File: src/source/ex_pkg.sv
// execute stage shared definitions

package ex_pkg;

	////////////////////////////////////////////////////////////
	// widths
	////////////////////////////////////////////////////////////
	localparam int xlen      = 32;
	localparam int pr_bits   = 6;  // physical register tag
	localparam int rob_bits  = 5;  // rob entry tag
	localparam int func_bits = 4;

	// alu function codes, store codes sit above every alu code
	localparam logic [func_bits-1:0] alu_add  = 4'd0;
	localparam logic [func_bits-1:0] alu_sub  = 4'd1;
	localparam logic [func_bits-1:0] alu_and  = 4'd2;
	localparam logic [func_bits-1:0] alu_slt  = 4'd3;
	localparam logic [func_bits-1:0] alu_sltu = 4'd4;
	localparam logic [func_bits-1:0] alu_or   = 4'd5;
	localparam logic [func_bits-1:0] alu_xor  = 4'd6;
	localparam logic [func_bits-1:0] alu_srl  = 4'd7;
	localparam logic [func_bits-1:0] alu_sll  = 4'd8;
	localparam logic [func_bits-1:0] alu_sra  = 4'd9;
	localparam logic [func_bits-1:0] op_sb    = 4'd10; // first store code
	localparam logic [func_bits-1:0] op_sh    = 4'd11;
	localparam logic [func_bits-1:0] op_sw    = 4'd12;

	// operand a select
	localparam logic [1:0] opa_rs1  = 2'd0;
	localparam logic [1:0] opa_npc  = 2'd1;
	localparam logic [1:0] opa_pc   = 2'd2;
	localparam logic [1:0] opa_zero = 2'd3;

	// operand b select, 6 and 7 illegal
	localparam logic [2:0] opb_rs2   = 3'd0;
	localparam logic [2:0] opb_i_imm = 3'd1;
	localparam logic [2:0] opb_s_imm = 3'd2;
	localparam logic [2:0] opb_b_imm = 3'd3;
	localparam logic [2:0] opb_u_imm = 3'd4;
	localparam logic [2:0] opb_j_imm = 3'd5;

	// fill values, easy to spot in a waveform
	localparam logic [xlen-1:0] poison_a = 32'hfacebeec;
	localparam logic [xlen-1:0] poison_b = 32'hfacefeed;

	////////////////////////////////////////////////////////////
	// instruction word, one view per immediate format
	////////////////////////////////////////////////////////////
	typedef union packed {
		struct packed {
			logic [11:0] imm;
			logic [4:0]  rs1;
			logic [2:0]  funct3;
			logic [4:0]  rd;
			logic [6:0]  opcode;
		} i_fmt;
		struct packed {
			logic [6:0]  imm_hi;  // imm[11:5]
			logic [4:0]  rs2;
			logic [4:0]  rs1;
			logic [2:0]  funct3;
			logic [4:0]  imm_lo;  // imm[4:0]
			logic [6:0]  opcode;
		} s_fmt;
		struct packed {
			logic        imm12;
			logic [5:0]  imm10_5;
			logic [4:0]  rs2;
			logic [4:0]  rs1;
			logic [2:0]  funct3;
			logic [3:0]  imm4_1;
			logic        imm11;
			logic [6:0]  opcode;
		} b_fmt;
		struct packed {
			logic [19:0] imm;     // imm[31:12]
			logic [4:0]  rd;
			logic [6:0]  opcode;
		} u_fmt;
		struct packed {
			logic        imm20;
			logic [9:0]  imm10_1;
			logic        imm11;
			logic [7:0]  imm19_12;
			logic [4:0]  rd;
			logic [6:0]  opcode;
		} j_fmt;
	} rv32_inst;

endpackage
File: src/source/ex_alu_top.sv
// alu execute unit with store queue

`timescale 1ns/1ns

module ex_alu_top #(
	parameter int sq_depth = 8
) (
	input  logic                          clock,
	input  logic                          reset,
	input  logic                          in_valid,
	input  logic [ex_pkg::func_bits-1:0]  func,
	input  logic [1:0]                    opa_select,
	input  logic [2:0]                    opb_select,
	input  logic [ex_pkg::xlen-1:0]       pc,
	input  logic [ex_pkg::xlen-1:0]       npc,
	input  logic [ex_pkg::xlen-1:0]       inst,
	input  logic [ex_pkg::xlen-1:0]       rs1_value,
	input  logic [ex_pkg::xlen-1:0]       rs2_value,
	input  logic [ex_pkg::pr_bits-1:0]    dest_pr,
	input  logic [ex_pkg::rob_bits-1:0]   rob_entry,
	input  logic                          halt,
	input  logic [$clog2(sq_depth)-1:0]   sq_idx,
	output logic                          ready,
	input  logic                          complete_stall,
	output logic                          want_to_complete,
	output logic                          out_valid,
	output logic [ex_pkg::xlen-1:0]       out_value,
	output logic [ex_pkg::pr_bits-1:0]    out_dest_pr,
	output logic [ex_pkg::rob_bits-1:0]   out_rob_entry,
	output logic                          out_halt,
	output logic                          out_take_branch,
	input  logic                          free_valid,
	input  logic [$clog2(sq_depth)-1:0]   free_idx,
	input  logic [$clog2(sq_depth)-1:0]   rd_idx,
	output logic                          rd_valid,
	output logic [ex_pkg::xlen-1:0]       rd_addr,
	output logic [ex_pkg::xlen-1:0]       rd_data,
	output logic [3:0]                    rd_bytes
);

	// unit to queue
	logic                         sq_write;
	logic [$clog2(sq_depth)-1:0]  st_idx;
	logic [ex_pkg::xlen-1:0]      st_addr;
	logic [ex_pkg::xlen-1:0]      st_data;
	logic [3:0]                   st_bytes;

	fu_alu #(.sq_depth(sq_depth)) u_fu_alu (
		.clock            (clock),
		.reset            (reset),
		.in_valid         (in_valid),
		.func             (func),
		.opa_select       (opa_select),
		.opb_select       (opb_select),
		.pc               (pc),
		.npc              (npc),
		.inst             (inst),
		.rs1_value        (rs1_value),
		.rs2_value        (rs2_value),
		.dest_pr          (dest_pr),
		.rob_entry        (rob_entry),
		.halt             (halt),
		.sq_idx           (sq_idx),
		.ready            (ready),
		.complete_stall   (complete_stall),
		.want_to_complete (want_to_complete),
		.out_valid        (out_valid),
		.out_value        (out_value),
		.out_dest_pr      (out_dest_pr),
		.out_rob_entry    (out_rob_entry),
		.out_halt         (out_halt),
		.out_take_branch  (out_take_branch),
		.sq_write         (sq_write),
		.st_idx           (st_idx),
		.st_addr          (st_addr),
		.st_data          (st_data),
		.st_bytes         (st_bytes)
	);

	store_queue #(.sq_depth(sq_depth)) u_store_queue (
		.clock      (clock),
		.reset      (reset),
		.sq_write   (sq_write),
		.sq_idx     (st_idx),
		.st_addr    (st_addr),
		.st_data    (st_data),
		.st_bytes   (st_bytes),
		.free_valid (free_valid),
		.free_idx   (free_idx),
		.rd_idx     (rd_idx),
		.rd_valid   (rd_valid),
		.rd_addr    (rd_addr),
		.rd_data    (rd_data),
		.rd_bytes   (rd_bytes)
	);

endmodule

File: src/source/store_queue.sv
// store queue entries

`timescale 1ns/1ns

module store_queue #(
	parameter int sq_depth = 8
) (
	input  logic                          clock,
	input  logic                          reset,
	input  logic                          sq_write,
	input  logic [$clog2(sq_depth)-1:0]   sq_idx,
	input  logic [ex_pkg::xlen-1:0]       st_addr,
	input  logic [ex_pkg::xlen-1:0]       st_data,
	input  logic [3:0]                    st_bytes,
	input  logic                          free_valid,
	input  logic [$clog2(sq_depth)-1:0]   free_idx,
	input  logic [$clog2(sq_depth)-1:0]   rd_idx,
	output logic                          rd_valid,
	output logic [ex_pkg::xlen-1:0]       rd_addr,
	output logic [ex_pkg::xlen-1:0]       rd_data,
	output logic [3:0]                    rd_bytes
);

	logic [sq_depth-1:0]          entry_valid;
	logic [ex_pkg::xlen-1:0]      entry_addr  [sq_depth];
	logic [ex_pkg::xlen-1:0]      entry_data  [sq_depth];
	logic [3:0]                   entry_bytes [sq_depth];

	// valid bits, free first so a same-index write wins
	always_ff @(posedge clock) begin
		if (reset) begin
			entry_valid <= '0;
		end else begin
			if (free_valid)
				entry_valid[free_idx] <= 1'b0;
			if (sq_write)
				entry_valid[sq_idx] <= 1'b1;
		end
	end

	// payload, meaningful only under entry_valid
	always_ff @(posedge clock) begin
		if (sq_write) begin
			entry_addr[sq_idx]  <= st_addr;
			entry_data[sq_idx]  <= st_data;
			entry_bytes[sq_idx] <= st_bytes;
		end
	end

	////////////////////////////////////////////////////////////
	// read port, combinational from rd_idx
	////////////////////////////////////////////////////////////
	assign rd_valid = entry_valid[rd_idx];
	assign rd_addr  = entry_addr[rd_idx];
	assign rd_data  = entry_data[rd_idx];
	assign rd_bytes = entry_bytes[rd_idx];

	// issue must hand out a free slot, a free in the same cycle counts
	a_no_overwrite: assert property (
		@(posedge clock) disable iff (reset)
		sq_write |-> (!entry_valid[sq_idx] || (free_valid && free_idx == sq_idx))
	) else $error("store_queue: write to live entry %0d", sq_idx);

endmodule

File: src/source/fu_alu.sv
// alu functional unit

`timescale 1ns/1ns

module fu_alu #(
	parameter int sq_depth = 8
) (
	input  logic                             clock,
	input  logic                             reset,
	// issue side
	input  logic                             in_valid,
	input  logic [ex_pkg::func_bits-1:0]     func,
	input  logic [1:0]                       opa_select,
	input  logic [2:0]                       opb_select,
	input  logic [ex_pkg::xlen-1:0]          pc,
	input  logic [ex_pkg::xlen-1:0]          npc,
	input  logic [ex_pkg::xlen-1:0]          inst,
	input  logic [ex_pkg::xlen-1:0]          rs1_value,
	input  logic [ex_pkg::xlen-1:0]          rs2_value,
	input  logic [ex_pkg::pr_bits-1:0]       dest_pr,
	input  logic [ex_pkg::rob_bits-1:0]      rob_entry,
	input  logic                             halt,
	input  logic [$clog2(sq_depth)-1:0]      sq_idx,
	output logic                             ready,
	// complete side
	input  logic                             complete_stall,
	output logic                             want_to_complete,
	output logic                             out_valid,
	output logic [ex_pkg::xlen-1:0]          out_value,
	output logic [ex_pkg::pr_bits-1:0]       out_dest_pr,
	output logic [ex_pkg::rob_bits-1:0]      out_rob_entry,
	output logic                             out_halt,
	output logic                             out_take_branch,
	// store side
	output logic                             sq_write,
	output logic [$clog2(sq_depth)-1:0]      st_idx,
	output logic [ex_pkg::xlen-1:0]          st_addr,
	output logic [ex_pkg::xlen-1:0]          st_data,
	output logic [3:0]                       st_bytes
);

	logic                          is_store;
	logic [ex_pkg::func_bits-1:0]  alu_func;
	logic [ex_pkg::xlen-1:0]       opa;
	logic [ex_pkg::xlen-1:0]       opb;
	logic [ex_pkg::xlen-1:0]       alu_result;

	// store codes sit above every alu code
	assign is_store = in_valid && (func >= ex_pkg::op_sb);
	assign alu_func = is_store ? ex_pkg::alu_add : func;  // address is rs1 + s_imm

	assign ready            = ~complete_stall;
	assign want_to_complete = in_valid;
	assign sq_write         = is_store && !complete_stall;  // only on acceptance
	assign st_idx           = sq_idx;                       // slot from issue

	operand_select u_operand_select (
		.opa_select (opa_select),
		.opb_select (opb_select),
		.pc         (pc),
		.npc        (npc),
		.rs1_value  (rs1_value),
		.rs2_value  (rs2_value),
		.inst       (inst),
		.opa        (opa),
		.opb        (opb)
	);

	alu u_alu (
		.clock  (clock),
		.opa    (opa),
		.opb    (opb),
		.func   (alu_func),
		.result (alu_result)
	);

	store_format u_store_format (
		.func        (func),
		.addr_sum    (alu_result),
		.store_value (rs2_value),  // data always from rs2
		.st_addr     (st_addr),
		.st_data     (st_data),
		.st_bytes    (st_bytes)
	);

	////////////////////////////////////////////////////////////
	// completion register held while the complete stage stalls
	////////////////////////////////////////////////////////////
	always_ff @(posedge clock) begin
		if (reset) begin
			out_valid       <= 1'b0;
			out_value       <= '0;
			out_dest_pr     <= '0;
			out_rob_entry   <= '0;
			out_halt        <= 1'b0;
			out_take_branch <= 1'b0;
		end else if (!complete_stall) begin
			out_valid       <= in_valid;
			out_value       <= alu_result;  // address for a store
			out_dest_pr     <= dest_pr;
			out_rob_entry   <= rob_entry;
			out_halt        <= halt;
			out_take_branch <= 1'b0;        // no branch resolution here
		end
	end

	a_sq_idx_range: assert property (
		@(posedge clock) disable iff (reset) sq_write |-> (st_idx < sq_depth)
	) else $error("fu_alu: store index %0d out of range", st_idx);

endmodule

File: src/source/store_format.sv
// store lane formatting

`timescale 1ns/1ns

module store_format (
	input  logic [ex_pkg::func_bits-1:0] func,
	input  logic [ex_pkg::xlen-1:0]      addr_sum,
	input  logic [ex_pkg::xlen-1:0]      store_value,
	output logic [ex_pkg::xlen-1:0]      st_addr,
	output logic [ex_pkg::xlen-1:0]      st_data,
	output logic [3:0]                   st_bytes
);

	logic [1:0] offset;  // byte within the word

	assign offset  = addr_sum[1:0];
	assign st_addr = {addr_sum[ex_pkg::xlen-1:2], 2'b00};

	always_comb begin
		st_bytes = 4'b0000;  // disabled lanes stay zero
		st_data  = '0;
		case (func)
			// byte keeps the value's own lane
			ex_pkg::op_sb: begin
				st_bytes                 = 4'b0001 << offset;
				st_data[8*offset +: 8]   = store_value[8*offset +: 8];
			end
			ex_pkg::op_sh: begin
				case (offset)
					2'b00: begin
						st_bytes       = 4'b0011;
						st_data[15:0]  = store_value[15:0];
					end
					2'b10: begin
						st_bytes       = 4'b1100;
						st_data[31:16] = store_value[15:0];  // low half moved up
					end
					default: begin
						// misaligned half, nothing enabled
						st_bytes = 4'b0000;
					end
				endcase
			end
			ex_pkg::op_sw: begin
				st_bytes = 4'b1111;
				st_data  = store_value;
			end
			default: begin
				st_bytes = 4'b0000;  // not a store
			end
		endcase
	end

endmodule

File: src/source/operand_select.sv
// alu operand multiplexers

`timescale 1ns/1ns

module operand_select (
	input  logic [1:0]              opa_select,
	input  logic [2:0]              opb_select,
	input  logic [ex_pkg::xlen-1:0] pc,
	input  logic [ex_pkg::xlen-1:0] npc,
	input  logic [ex_pkg::xlen-1:0] rs1_value,
	input  logic [ex_pkg::xlen-1:0] rs2_value,
	input  logic [ex_pkg::xlen-1:0] inst,
	output logic [ex_pkg::xlen-1:0] opa,
	output logic [ex_pkg::xlen-1:0] opb
);

	ex_pkg::rv32_inst               word;
	logic [ex_pkg::xlen-1:0]        i_imm;
	logic [ex_pkg::xlen-1:0]        s_imm;
	logic [ex_pkg::xlen-1:0]        b_imm;
	logic [ex_pkg::xlen-1:0]        u_imm;
	logic [ex_pkg::xlen-1:0]        j_imm;

	assign word = inst;

	////////////////////////////////////////////////////////////
	// immediates, all sign extended from bit 31
	////////////////////////////////////////////////////////////
	assign i_imm = {{20{word.i_fmt.imm[11]}}, word.i_fmt.imm};
	assign s_imm = {{20{word.s_fmt.imm_hi[6]}}, word.s_fmt.imm_hi, word.s_fmt.imm_lo};
	assign b_imm = {{19{word.b_fmt.imm12}}, word.b_fmt.imm12, word.b_fmt.imm11,
		word.b_fmt.imm10_5, word.b_fmt.imm4_1, 1'b0};  // halfword aligned
	assign u_imm = {word.u_fmt.imm, 12'b0};              // upper 20, low bits clear
	assign j_imm = {{11{word.j_fmt.imm20}}, word.j_fmt.imm20, word.j_fmt.imm19_12,
		word.j_fmt.imm11, word.j_fmt.imm10_1, 1'b0};

	// operand a, all four codes legal
	always_comb begin
		opa = ex_pkg::poison_a;
		case (opa_select)
			ex_pkg::opa_rs1:  opa = rs1_value;
			ex_pkg::opa_npc:  opa = npc;
			ex_pkg::opa_pc:   opa = pc;
			ex_pkg::opa_zero: opa = '0;
		endcase
	end

	// operand b
	always_comb begin
		case (opb_select)
			ex_pkg::opb_rs2:   opb = rs2_value;
			ex_pkg::opb_i_imm: opb = i_imm;
			ex_pkg::opb_s_imm: opb = s_imm;
			ex_pkg::opb_b_imm: opb = b_imm;
			ex_pkg::opb_u_imm: opb = u_imm;
			ex_pkg::opb_j_imm: opb = j_imm;
			default:           opb = ex_pkg::poison_b;  // codes 6 and 7
		endcase
	end

endmodule

File: src/source/alu.sv
// integer alu

`timescale 1ns/1ns

module alu (
	input  logic                         clock,  // assertion sampling only
	input  logic [ex_pkg::xlen-1:0]      opa,
	input  logic [ex_pkg::xlen-1:0]      opb,
	input  logic [ex_pkg::func_bits-1:0] func,
	output logic [ex_pkg::xlen-1:0]      result
);

	logic signed [ex_pkg::xlen-1:0] signed_opa;
	logic signed [ex_pkg::xlen-1:0] signed_opb;
	logic [4:0]                     shamt;

	assign signed_opa = opa;
	assign signed_opb = opb;
	assign shamt      = opb[4:0];  // rv32 uses only five bits

	always_comb begin
		case (func)
			ex_pkg::alu_add:  result = opa + opb;
			ex_pkg::alu_sub:  result = opa - opb;
			ex_pkg::alu_and:  result = opa & opb;
			ex_pkg::alu_slt:  result = {{(ex_pkg::xlen-1){1'b0}}, signed_opa < signed_opb};
			ex_pkg::alu_sltu: result = {{(ex_pkg::xlen-1){1'b0}}, opa < opb};
			ex_pkg::alu_or:   result = opa | opb;
			ex_pkg::alu_xor:  result = opa ^ opb;
			ex_pkg::alu_srl:  result = opa >> shamt;
			ex_pkg::alu_sll:  result = opa << shamt;
			ex_pkg::alu_sra:  result = signed_opa >>> shamt;  // sign fill
			default:          result = ex_pkg::poison_a;      // undefined code
		endcase
	end

	// shifts and compares depend on a clean code, an X here means
	// the issue side sent garbage through the store override mux
	a_func_known: assert property (
		@(posedge clock) !$isunknown(func)
	) else $error("alu: unknown func %b", func);

endmodule

File: config.mk
export PLATFORM = sky130hd
export DESIGN_NAME = ex_alu_top
export DESIGN_NICKNAME = d
export VERILOG_FILES = /design/src/source/ex_pkg.sv /design/src/source/ex_alu_top.sv /design/src/source/store_queue.sv /design/src/source/fu_alu.sv /design/src/source/store_format.sv /design/src/source/operand_select.sv /design/src/source/alu.sv
export SDC_FILE = /design/constraint.sdc
export NUM_CORES = 1
export LEC_CHECK = 0
export BUFFER_PORTS_ARGS = -buffer_cell sky130_fd_sc_hd__buf_2
export CAP_MARGIN = 20
export CORE_MARGIN = 4
export CORE_UTILIZATION = 55
export DETAILED_ROUTE_END_ITERATION = 6
export PLACE_DENSITY_LB_ADDON = 0.15
export SLEW_MARGIN = 20
export SYNTH_ARGS = -nofsm -noshare
export SYNTH_HDL_FRONTEND = slang
export SYNTH_SLANG_ARGS = --single-unit
File: constraint.sdc
create_clock -name clock -period 7.2 [get_ports clock]
set_input_delay 1.44 -clock clock [delete_from_list [all_inputs] [get_ports clock]]
set_output_delay 1.44 -clock clock [all_outputs]
set_load 0.02 [all_outputs]
# Word-level counts from Yosys, hierarchy flattened
# Memory sizes are Yosys's and may differ from the RTL's.
# Cells that the tools add are included.
[classes] n_addsub=3 n_lt_le_gt_ge=8 eq_ne=21 shifts=7 n_mux=20 n_bitwise=8 n_reduce_logical=9
[ops] op="one-hot mux 32 bit (10 select lines)" count=1
[ops] op="one-hot mux 32 bit (6 select lines)" count=1
[ops] op="one-hot mux 32 bit (4 select lines)" count=1
[ops] op="one-hot mux 32 bit (3 select lines)" count=1
[ops] op="AND 32 bit" count=2
[ops] op="less-than comparator 32 bit" count=2
[ops] op="negation 5 -> 34 bit" count=1
[ops] op="variable shift 8 x 34 -> 32 bit (first input constant)" count=1
[ops] op="variable part select 8 x 34 -> 32 bit" count=1
[ops] op="adder 32 bit" count=1
[ops] op="2-to-1 mux 16 bit" count=2
[ops] op="OR 32 bit" count=1
[ops] op="variable part select 32 x 6 -> 8 bit" count=1
[ops] op="left shift 32 x 5 -> 32 bit" count=1
[ops] op=">> shifter 32 x 5 -> 32 bit" count=1
[ops] op=">>> shifter 32 x 5 -> 32 bit" count=1
[ops] op="subtractor 32 bit" count=1
[ops] op="XOR 32 bit" count=1
[ops] op="2-to-1 mux 8 bit" count=3
[ops] op="equality test 4 bit (second input constant)" count=5
[ops] op="equality test 4 x 3 -> 1 bit (second input constant)" count=4
[ops] op="less-than comparator 3 x 4 -> 1 bit (second input constant)" count=3
[ops] op="one-hot mux 4 bit (3 select lines)" count=1
[ops] op="AND 8 bit" count=1
[ops] op="23 further kinds" count=38
[word_totals] reg_bits=53 mem_bits_rw=528 input_bits=195 output_inout_bits=117 n_memories=3
[memory_table] name="u_store_queue.entry_data" depth=8 word_bits=32 rd=1 rd_ports_with_merged_regs=0 write_ports=1 line="store_queue.sv:26" rtl="logic [ex_pkg::xlen-1:0] entry_data [sq_depth];"
[memory_table] name="u_store_queue.entry_addr" depth=8 word_bits=30 rd=1 rd_ports_with_merged_regs=0 write_ports=1 line="store_queue.sv:25" rtl="logic [ex_pkg::xlen-1:0] entry_addr [sq_depth];"
[memory_table] name="u_store_queue.entry_bytes" depth=8 word_bits=4 rd=1 rd_ports_with_merged_regs=0 write_ports=1 line="store_queue.sv:27" rtl="logic [3:0] entry_bytes [sq_depth];"

# Longest topological paths before layout
# Gate-level depths: netlist of run 1.
[depth] word_depth=10 mapped_depth=23

# Cells and area by module
# From an unflattened synthesis of run 1, not the netlist that was laid out.
[hier_totals] cells_unflattened=2731 hier_area_um2=34131.5
[by_module_without_submodules] mod="store_queue" instances=1 cells_per_inst=835 area_each_um2=20853.8
[by_module_without_submodules] mod="alu" instances=1 cells_per_inst=1296 area_each_um2=8565.7
[by_module_without_submodules] mod="fu_alu" instances=1 cells_per_inst=159 area_each_um2=1694.1
[by_module_without_submodules] mod="store_format" instances=1 cells_per_inst=212 area_each_um2=1640.3
[by_module_without_submodules] mod="operand_select" instances=1 cells_per_inst=229 area_each_um2=1377.6

# Worst setup path before layout of run 1
# OpenSTA, ideal clock, no wires.
[synth_path] kind="in2reg" start="input port func[3] in the netlist's numbering" end="memory u_store_queue.entry_addr[0][0] in the netlist's numbering, enable pin" setup_time_ns=0.574 t_arrival_ns=6.790 t_required_ns=6.626 setup_slack_ns=-0.164 cell_stages=4 path_cell_list="clkbuf_1 o21ai_0 or3_1 nor3_1"
[synth_via] elab_chain_len=5
[synth_lines] element="from (decl)" line="ex_alu_top.sv:11" rtl="input logic [ex_pkg::func_bits-1:0] func,"
[synth_lines] element="greater-or-equal comparator 4 bit" line="fu_alu.sv:49" rtl="assign is_store = in_valid && (func >= ex_pkg::op_sb);"
[synth_lines] element="logical AND 1 bit" line="fu_alu.sv:49"
[synth_lines] element="logical AND 1 bit" line="fu_alu.sv:54" rtl="assign sq_write = is_store && !complete_stall;"
[synth_lines] element="2-to-1 mux 1 bit" line="store_queue.sv:43" rtl="if (sq_write) begin"
[synth_lines] element="2-to-1 mux 1 bit (implied by the code)" line="store_queue.sv:44" rtl="entry_addr[sq_idx] <= st_addr;"
[synth_lines] element="to (decl)" line="store_queue.sv:25"
# No other way between the ends.

# Final worst setup path of run 1
[layout_path] start="input port opb_select[0]" end="memory u_store_queue.entry_data[1][31] in the netlist's numbering, data pin"
[layout_via] elab_chain_len=8
[layout_lines] element="from (decl)" line="ex_alu_top.sv:13" rtl="input logic [2:0] opb_select,"
[layout_lines] element="equality test 3 bit (tied with other cells)" line="operand_select.sv:50" rtl="case (opb_select)"
[layout_lines] element="one-hot mux 32 bit (6 select lines) (*)" line="operand_select.sv:50"
[layout_lines] element="subtractor 32 bit (tied with other cells)" line="alu.sv:24" rtl="ex_pkg::alu_sub: result = opa - opb;"
[layout_lines] element="one-hot mux 32 bit (10 select lines) (*)" line="alu.sv:22" rtl="case (func)"
[layout_lines] element="variable part select 32 x 6 -> 8 bit / negation 5 -> 34 bit (equally long branches)" line="store_format.sv:26" rtl="st_data[8*offset +: 8] = store_value[8*offset +: 8];"
[layout_lines] element="variable part select 8 x 34 -> 32 bit / variable shift 8 x 34 -> 32 bit (equally long branches)" line="store_format.sv:26"
[layout_lines] element="AND 32 bit (no line)"
[layout_lines] element="one-hot mux 32 bit (3 select lines) (*)" line="store_format.sv:22" rtl="case (func)"
[layout_lines] element="net st_data, one bit" line="ex_alu_top.sv:45" rtl="logic [ex_pkg::xlen-1:0] st_data;"
[layout_lines] element="to (decl)" line="store_queue.sv:26"
# The timed path passes the listed nets; every way through them passes the cells marked *.

==> results of run 1 <==
per-stage QoR:
| stage | instance area, µm² | worst slack (ps) | total power [mW] | TNS, ps |
|---|---|---|---|---|
| after floorplan | 33660 | 6.593 | 5.142 | 0 |
| after global placement | 36340 | 109.9 | 5.904 | 0 |
| after detailed placement | 36340 | -68.63 | 5.938 | -925.8 |
| after CTS | 38260 | 554.9 | 8.953 | 0 |
| after global routing | 38260 | 212.1 | 9.271 | 0 |
| final | 38260 | 398.2 | 8.990 | 0 |
registers in the layout, indices dropped and copies added (netlist names):
name,count
u_fu_alu.out_halt,1
u_store_queue.entry_valid,8
u_fu_alu.out_dest_pr,6
u_fu_alu.out_valid,1
u_store_queue.entry_data,256
u_store_queue.entry_addr,240
u_store_queue.entry_bytes,32
u_fu_alu.out_value,32
u_fu_alu.out_rob_entry,5
worst min-delay path: cells and delay by family (launching register included):
family / cells / cell delay (ps)
AO/OA/AOI/OAI: 1 / 60
flip-flops: 1 / 310
AND/OR/NAND/NOR: 1 / 60
placed cells by master (no fill, tap or decap), types with 19 or more instances in the layout:
master / Yosys / final
edfxtp_1: 528 / 528
buf_2: 29 / 298
mux2i_1: 191 / 191
nor2_1: 172 / 172
a21oi_1: 167 / 165
nand2_1: 152 / 152
mux4_2: 136 / 136
buf_4: 15 / 124
inv_1: 127 / 121
o21ai_0: 110 / 110
ha_1: 102 / 102
mux2_2: 86 / 86
clkbuf_16: 0 / 56
dfxtp_1: 53 / 53
nand3_1: 46 / 46
o21a_1: 45 / 45
nor3_1: 41 / 38
a22o_1: 32 / 32
a211oi_1: 31 / 31
o211ai_1: 29 / 29
nand2b_1: 28 / 28
a31oi_1: 26 / 26
o2bb2ai_1: 26 / 26
o22ai_1: 22 / 22
a21o_1: 21 / 21
or3_1: 20 / 20
a221oi_1: 19 / 19
power breakdown:
| part | internal, mW | switching [mW] | total (mW) |
|---|---|---|---|
| registers | 3.81 | 0.0230 | 3.83 |
| logic | 0.694 | 1.41 | 2.11 |
| clock network | 1.75 | 1.30 | 3.05 |
logic make-up (layout without fill, tap and decap cells):
kind of cell               count (synthesis)  count (layout)  share of synthesized area
other                                      1               6                  0.0001115
and+or+nand+nor                          554             554                    0.07899
AOI/OAI and AO/OA                        736             736                     0.1571
DFF                                      581             581                     0.5028
muxes                                    413             413                     0.1767
buffers and inverters                    327             671                    0.04240
xor gates and xnor gates                  11              11                   0.002864
adders and majority gates                104             104                    0.03912
layout make-up:
class | count | area (µm²) | share of cell area
Multi-Input combinational cell | 1821 | 15370 | 0.4017
Timing Repair Buffer | 429 | 2556 | 0.06680
Tap cell | 782 | 978.4 | 0.02557
Antenna cell | 3 | 7.507 | 0.0001962
Inverter | 136 | 518.0 | 0.01354
Clock buffer | 74 | 1509 | 0.03944
Sequential cell | 581 | 16920 | 0.4421
Clock inverter | 32 | 409.1 | 0.01069
layer usage:
metal	vias to the layer above	GRT usage	share of wire	wire length, µm
li1	11256	-	-	-
met1	13323	0.4834	0.38	46840
met2	1641	0.5918	0.47	57970
met3	343	0.06378	0.088	10870
met4	2	0.1808	0.060	7411
met5	-	0	0.00011	13
path summary, 6_finish.rpt:
kind,endpoint,cells after the start,slack [ps]
worst max-delay path,u_store_queue.entry_data[1][31],16,400
worst min-delay path,u_fu_alu.out_valid,2,480
worst max register to register,u_fu_alu.out_value[26],2,6370
worst min register to register,u_fu_alu.out_valid,2,480
==> results by group, run 1 <==
Critical path
  • Crit Path Max Fanout: 18
  • Startpoint type of the worst setup path: input port
  • FF-to-FF Start: u_fu_alu.out_value[26]
  • Critical Path Source: opb_select[0]
  • Crit-path cells: buf_2 > nor2_1 > nor3_1 > nor2_1 > ha_1 > nor3_1 > nand2_1 > or4_1 > a211oi_1 > buf_4 > nor3b_1 > a211oi_4 > ha_1 > or3_1 > o31ai_4 > a22o_1
  • Slowest cell on crit path: nor3_1
  • CP max stage delay: 820 ps
  • Buf/Inv on CP: 2
  • Critical Path AT: 7210 ps
  • Critical path's top delay family: simple AND/OR/NAND/NOR gates
  • Crit path required time: 7610 ps
  • CP endpoint kind: register
  • WS Path Type: input port to register

Global route
  • GRT Total Usage: 0.3662
  • Largest net degree at the start of global routing: 70
  • Global route overflow: 0
  • Vias in the first global route: 25850
  • First-pass GRT wire length: 178.5 mm
  • Initial antenna violation count: 4

Logic synthesis
  • Mapped Area: 0.03364 mm²
  • Share of the synthesized area in the top cell type: 0.4713
  • Area contributors post-synth: edfxtp_1 47%, mux4_2 9.1%, mux2i_1 5.7%
  • Register area share after synthesis: 0.5028
  • Async set-reset flop share out of synthesis: 0
  • Post-synth top area cell: edfxtp_1
  • Synth warnings: 0
  • Yosys reg bits: 581
  • Synth cell types: 106
  • Post-synth top cells: 528 x edfxtp_1, 191 x mux2i_1, 172 x nor2_1, 167 x a21oi_1, 152 x nand2_1
  • Synth Flop Type: edfxtp_1
  • Most frequent cell after synthesis: edfxtp_1
  • Gate Count Post-Synth: 2727
  • Post-synth EDFFs: 528
  • Syn Area/Cell: 12.34 µm²

Clocking
  • CTS tree: done
  • Clk Latency, worst-skew pair: 630 ps
  • Post-CTS Hold Buffers: 0
  • Setup Fix Bufs, Post-CTS: 0
  • Clock transition at path regs: 70 ps
  • Clock Path Buffers: 3
  • Root buffer cell: clkbuf_16
  • Sink Count: 581
  • Cts repair resizes: 0
  • CTS H-tree lvls: 2
  • CTS Buf Count: 56

Min path
  • Worst min path class: register to register
  • Worst hold start: u_fu_alu.out_valid

STA
  • Skew final: 0 ps
  • FMAX: 147.0 MHz
  • Final hold vios: 0
  • Slew HR: 0.2538
  • Final hold slack: 477.9 ps
  • # setup viols final: 0
  • RSZ-0062 raised after global routing: no
  • Period utilisation layout: 0.9447
  • Crit path time final: 6802 ps
  • Fin. max-slew vios: 0
  • Least-Margin Pin Slew: 1119 ps

Route
  • Routed WL: 123.1 mm
  • DR vias/cell: 6.886
  • Initial detailed-routing violation count: 3152
  • Via Count: 26565
  • Detail Route Antenna Nets: 0
  • Routed WL per cell: 31.91 µm
  • Drt first pass iters: 6
  • DRC Markers: 0

Layout
  • Synth-to-Final Area Change: 13.73%
  • Fillers: 4568
  • NumNets Final: 3324
  • Fin cells: 3858
  • Util after Layout: 0.6328
  • Share of cells above drive strength 1: 0.2652

Floorplan
  • Die Area: 0.06519 mm²
  • Die Wd: 255.3 µm
  • Initial Utilization: 0.5564
  • Row count: 90
  • Io pins: 312
  • Core footprint: 0.06047 mm²
  • Die height: 255.3 µm

Placed design
  • GP Congestion: 1.056
  • Placed Cells: 3749
  • # port buffers: 301
  • DP Wirelength: 88.00 mm

Status
  • Status: finished clean

Power and ir drop
  • Lkg Pwr: 13.54 nW
  • VDD IR max: 0.2152 mV
  • Cell Pwr Density: 234.9 mW/mm²

Job
  • Max Cap Violations: 0
Power figures use the tool's default switching activity.
==> inputs of run 2 (changes only) <==
- CTS_CLUSTER_SIZE: not set -> 25
- SYNTH_HIERARCHICAL: not set -> 1
==> results by group, run 2 <==
Logic synthesis
  • Most frequent cell after synthesis: edfxtp_1 (unchanged)
  • Mapped Area: 0.03413 mm² (was 0.03364 mm²)
  • Synth warnings: 6 (was 0)
  • Register area share after synthesis: 0.5097 (was 0.5028)
  • Synth Flop Type: edfxtp_1 (unchanged)
  • Post-synth top cells: 544 x edfxtp_1, 232 x nor2_1, 178 x o21ai_0, 166 x mux4_2, 166 x nand2_1 (was 528 x edfxtp_1, 191 x mux2i_1, 172 x nor2_1, 167 x a21oi_1, 152 x nand2_1)
  • Synth cell types: 108 (was 106)
  • Area contributors post-synth: edfxtp_1 48%, mux4_2 11%, mux2i_1 4.4% (was edfxtp_1 47%, mux4_2 9.1%, mux2i_1 5.7%)
  • Post-synth top area cell: edfxtp_1 (unchanged)
  • Async set-reset flop share out of synthesis: 0 (unchanged)
  • Syn Area/Cell: 12.50 µm² (was 12.34 µm²)
  • Yosys reg bits: 597 (was 581)
  • Share of the synthesized area in the top cell type: 0.4786 (was 0.4713)
  • Post-synth EDFFs: 544 (was 528)
  • Gate Count Post-Synth: 2731 (was 2727)

STA
  • Final hold vios: 0 (unchanged)
  • FMAX: 146.6 MHz (was 147.0 MHz)
  • Slew HR: 0.1713 (was 0.2538)
  • Fin. max-slew vios: 0 (unchanged)
  • Least-Margin Pin Slew: 1230 ps (was 1119 ps)
  • Crit path time final: 6821 ps (was 6802 ps)
  • Setup ws final: 378.7 ps (was 398.2 ps)
  • Skew final: 0 ps (unchanged)
  • # setup viols final: 0 (unchanged)
  • Period utilisation layout: 0.9474 (was 0.9447)
  • RSZ-0062 raised after global routing: no (unchanged)
  • Setup TNS: 0 ps (unchanged)

Layout
  • Commonest cells after routing, fill and taps aside: 544 x edfxtp_1, 299 x buf_2, 232 x nor2_1, 175 x o21ai_0 (was 528 x edfxtp_1, 298 x buf_2, 191 x mux2i_1, 172 x nor2_1, 165 x a21oi_1)
  • Fillers: 4776 (was 4568)
  • NumNets Final: 3312 (was 3324)
  • Design area: 0.03846 mm² (was 0.03826 mm²)
  • Largest registers: u_store_queue/entry_addr (256), u_store_queue/entry_data (256) (was u_store_queue.entry_data (256), u_store_queue.entry_addr (240))
  • Fin cells: 3916 (was 3858)
  • Synth-to-Final Area Change: 12.69% (was 13.73%)
  • Leading cell type in the layout, fill and taps excluded: edfxtp_1 (unchanged)
  • Share of cells above drive strength 1: 0.2783 (was 0.2652)

Status
  • Status: finished clean (unchanged)

Route
  • Routed WL: 107.3 mm (was 123.1 mm)
  • DR vias/cell: 6.445 (was 6.886)
  • Via Count: 25239 (was 26565)
  • Detail Route Antenna Nets: 0 (unchanged)
  • DRC Markers: 0 (unchanged)
  • Routed WL per cell: 27.40 µm (was 31.91 µm)
  • Drt first pass iters: 6 (unchanged)
  • Initial detailed-routing violation count: 2791 (was 3152)

Clocking
  • Post-CTS Hold Buffers: 0 (unchanged)
  • Sink Count: 597 (was 581)
  • CTS H-tree lvls: 2 (unchanged)
  • CTS tree: done (unchanged)
  • Cts repair resizes: 0 (unchanged)
  • Root buffer cell: clkbuf_16 (unchanged)
  • Clk Latency, worst-skew pair: 610 ps (was 630 ps)
  • Clock Path Buffers: 3 (unchanged)
  • Clock transition at path regs: 60 ps (was 70 ps)
  • CTS Buf Count: 57 (was 56)
  • Setup Fix Bufs, Post-CTS: 0 (unchanged)

Min path
  • Worst min path class: register to register (unchanged)
  • Min-Delay Endpoint: u_store_queue/entry_valid[0] (was u_fu_alu.out_valid)
  • Hold Path Stages: 2 (unchanged)
  • Worst hold start: u_store_queue/entry_valid[0] (was u_fu_alu.out_valid)

Critical path
  • WS Path Type: input port to register (unchanged)
  • CP endpoint kind: register (unchanged)
  • CP max stage delay: 520 ps (was 820 ps)
  • FF-to-FF Start: u_store_queue/entry_valid[6] (was u_fu_alu.out_value[26])
  • Critical path's top delay family: compound AO/OA/AOI/OAI gates (was simple AND/OR/NAND/NOR gates)
  • Startpoint type of the worst setup path: input port (unchanged)
  • Critical Path AT: 7270 ps (was 7210 ps)
  • Slowest cell on crit path: a211oi_1 (was nor3_1)
  • CP dominant cell by count: buf_4
  • Reg2reg end: u_store_queue/entry_valid[6] (was u_fu_alu.out_value[26])
  • Crit path required time: 7650 ps (was 7610 ps)
  • Reg2Reg Setup Slack: 6480 ps (was 6370 ps)
  • Crit Path Max Fanout: 18 (unchanged)
  • Buf/Inv on CP: 6 (was 2)
  • Path depth of the worst reg2reg path: 2 (unchanged)
  • Crit-path cells: buf_2 > nor2b_2 > buf_4 > nand2_1 > o21ai_0 > inv_1 > ha_1 > nor2_1 > and2_1 > and4_1 > a211oi_1 > o2bb2ai_1 > o21ai_0 > nor2b_1 > o311ai_2 > buf_4 > inv_1 > ha_1 > nor3b_1 > nand4b_2 > o21ai_1 > buf_4 (was buf_2 > nor2_1 > nor3_1 > nor2_1 > ha_1 > nor3_1 > nand2_1 > or4_1 > a211oi_1 > buf_4 > nor3b_1 > a211oi_4 > ha_1 > or3_1 > o31ai_4 > a22o_1)

Placed design
  • # port buffers: 303 (was 301)
  • Placed Cells: 3788 (was 3749)
  • Setup WS pre-CTS: -77.46 ps (was -68.63 ps)
  • GP Congestion: 1.029 (was 1.056)
  • DP Area: 0.03658 mm² (was 0.03634 mm²)
  • DP Wirelength: 76.18 mm (was 88.00 mm)

Global route
  • Largest net degree at the start of global routing: 91 (was 70)
  • Initial antenna violation count: 19 (was 4)
  • First-pass GRT wire length: 160.1 mm (was 178.5 mm)
  • Vias in the first global route: 24818 (was 25850)
  • GRT Total Usage: 0.3191 (was 0.3662)
  • Global route overflow: 0 (unchanged)

Floorplan
  • Io pins: 312 (unchanged)
  • Die height: 257.1 µm (was 255.3 µm)
  • Die Area: 0.06611 mm² (was 0.06519 mm²)
  • Die Wd: 257.1 µm (was 255.3 µm)
  • Initial Utilization: 0.5541 (was 0.5564)
  • Core footprint: 0.06160 mm² (was 0.06047 mm²)
  • Row count: 91 (was 90)

Job
  • Max Cap Violations: 0 (unchanged)

Power and ir drop
  • Cell Pwr Density: 230.9 mW/mm² (was 234.9 mW/mm²)
  • Pwr Total: 8.880 mW (was 8.990 mW)
  • VDD IR max: 0.1850 mV (was 0.2152 mV)
  • Lkg Pwr: 13.44 nW (was 13.54 nW)
[run 2: cell types whose count changed in the layout (fill, tap and decap cells not counted), moves of 27 or more]
cell     before  now
mux4_2      136  166
o21ai_1       4   31
o21ai_0     110  175
mux2i_1     191  150
a22o_1       32    5
nor2_1      172  232
a21oi_1     165  138
o21a_1       45    8
[run 2: kinds of logic after synthesis]
group / share of synthesized area
buffers and inverters: 0.05334
AND/OR/NAND/NOR: 0.08611
flip-flops: 0.5097
other: 0.0002200
multiplexers: 0.1821
adder cells (fa/ha/maj): 0.03966
XOR/XNOR: 0.001540
AO/OA/AOI/OAI: 0.1273
[run 2: report_power, final]
group          leakage (nW)  switching (mW)  internal (mW)
sequential             4.78          0.0234           3.93
clock                 0.895            1.27           1.63
combinational          7.77            1.32          0.707
[run 2: how the worst max path moves through the flow]
stage,startpoint,to,slack [ps],cells past startpoint
global placement,opa_select[1],u_store_queue/entry_data[6][29],20,22
global route,opa_select[1],u_store_queue/entry_data[0][29],200,24
CTS,opa_select[1],u_store_queue/entry_data[3][29],520,22
floorplan,complete_stall,u_store_queue/entry_valid[5],-510,6
finish,opa_select[1],u_store_queue/entry_data[0][29],380,22
detailed placement,opa_select[1],u_store_queue/entry_data[7][29],-80,22
[run 2: per-stage QoR]
step	hold WS, ps	utilization
after CTS	485.5	0.6235
after global placement	458.5	0.5939
after detailed placement	474.4	0.5939
after floorplan	439.3	-
after global routing	492.1	0.6240
final	488.0	0.6244
[run 2: per-layer routing]
metal / track usage / routed length (µm) / part of all wire
met2: 0.5178 / 51040 / 0.48
met5: 0 / 65 / 0.00061
met4: 0.1449 / 5474 / 0.051
met3: 0.05462 / 8822 / 0.082
met1: 0.4260 / 41890 / 0.39
[run 2: final cells by class]
| class | instances | area, µm² | area share |
|---|---|---|---|
| Sequential cell | 597 | 17400 | 0.4523 |
| Multi-Input combinational cell | 1794 | 15020 | 0.3905 |
| Timing Repair Buffer | 446 | 2686 | 0.06984 |
| Clock buffer | 72 | 1503 | 0.03907 |
| Tap cell | 837 | 1047 | 0.02723 |
| Inverter | 114 | 434.2 | 0.01129 |
| Clock inverter | 35 | 322.8 | 0.008393 |
| Antenna cell | 21 | 52.55 | 0.001366 |
[run 2: worst min-delay path, cell delays in order, from the launching register on]
cell	delay, ps
dfxtp_1	310
o31ai_1	70
a21oi_1	60
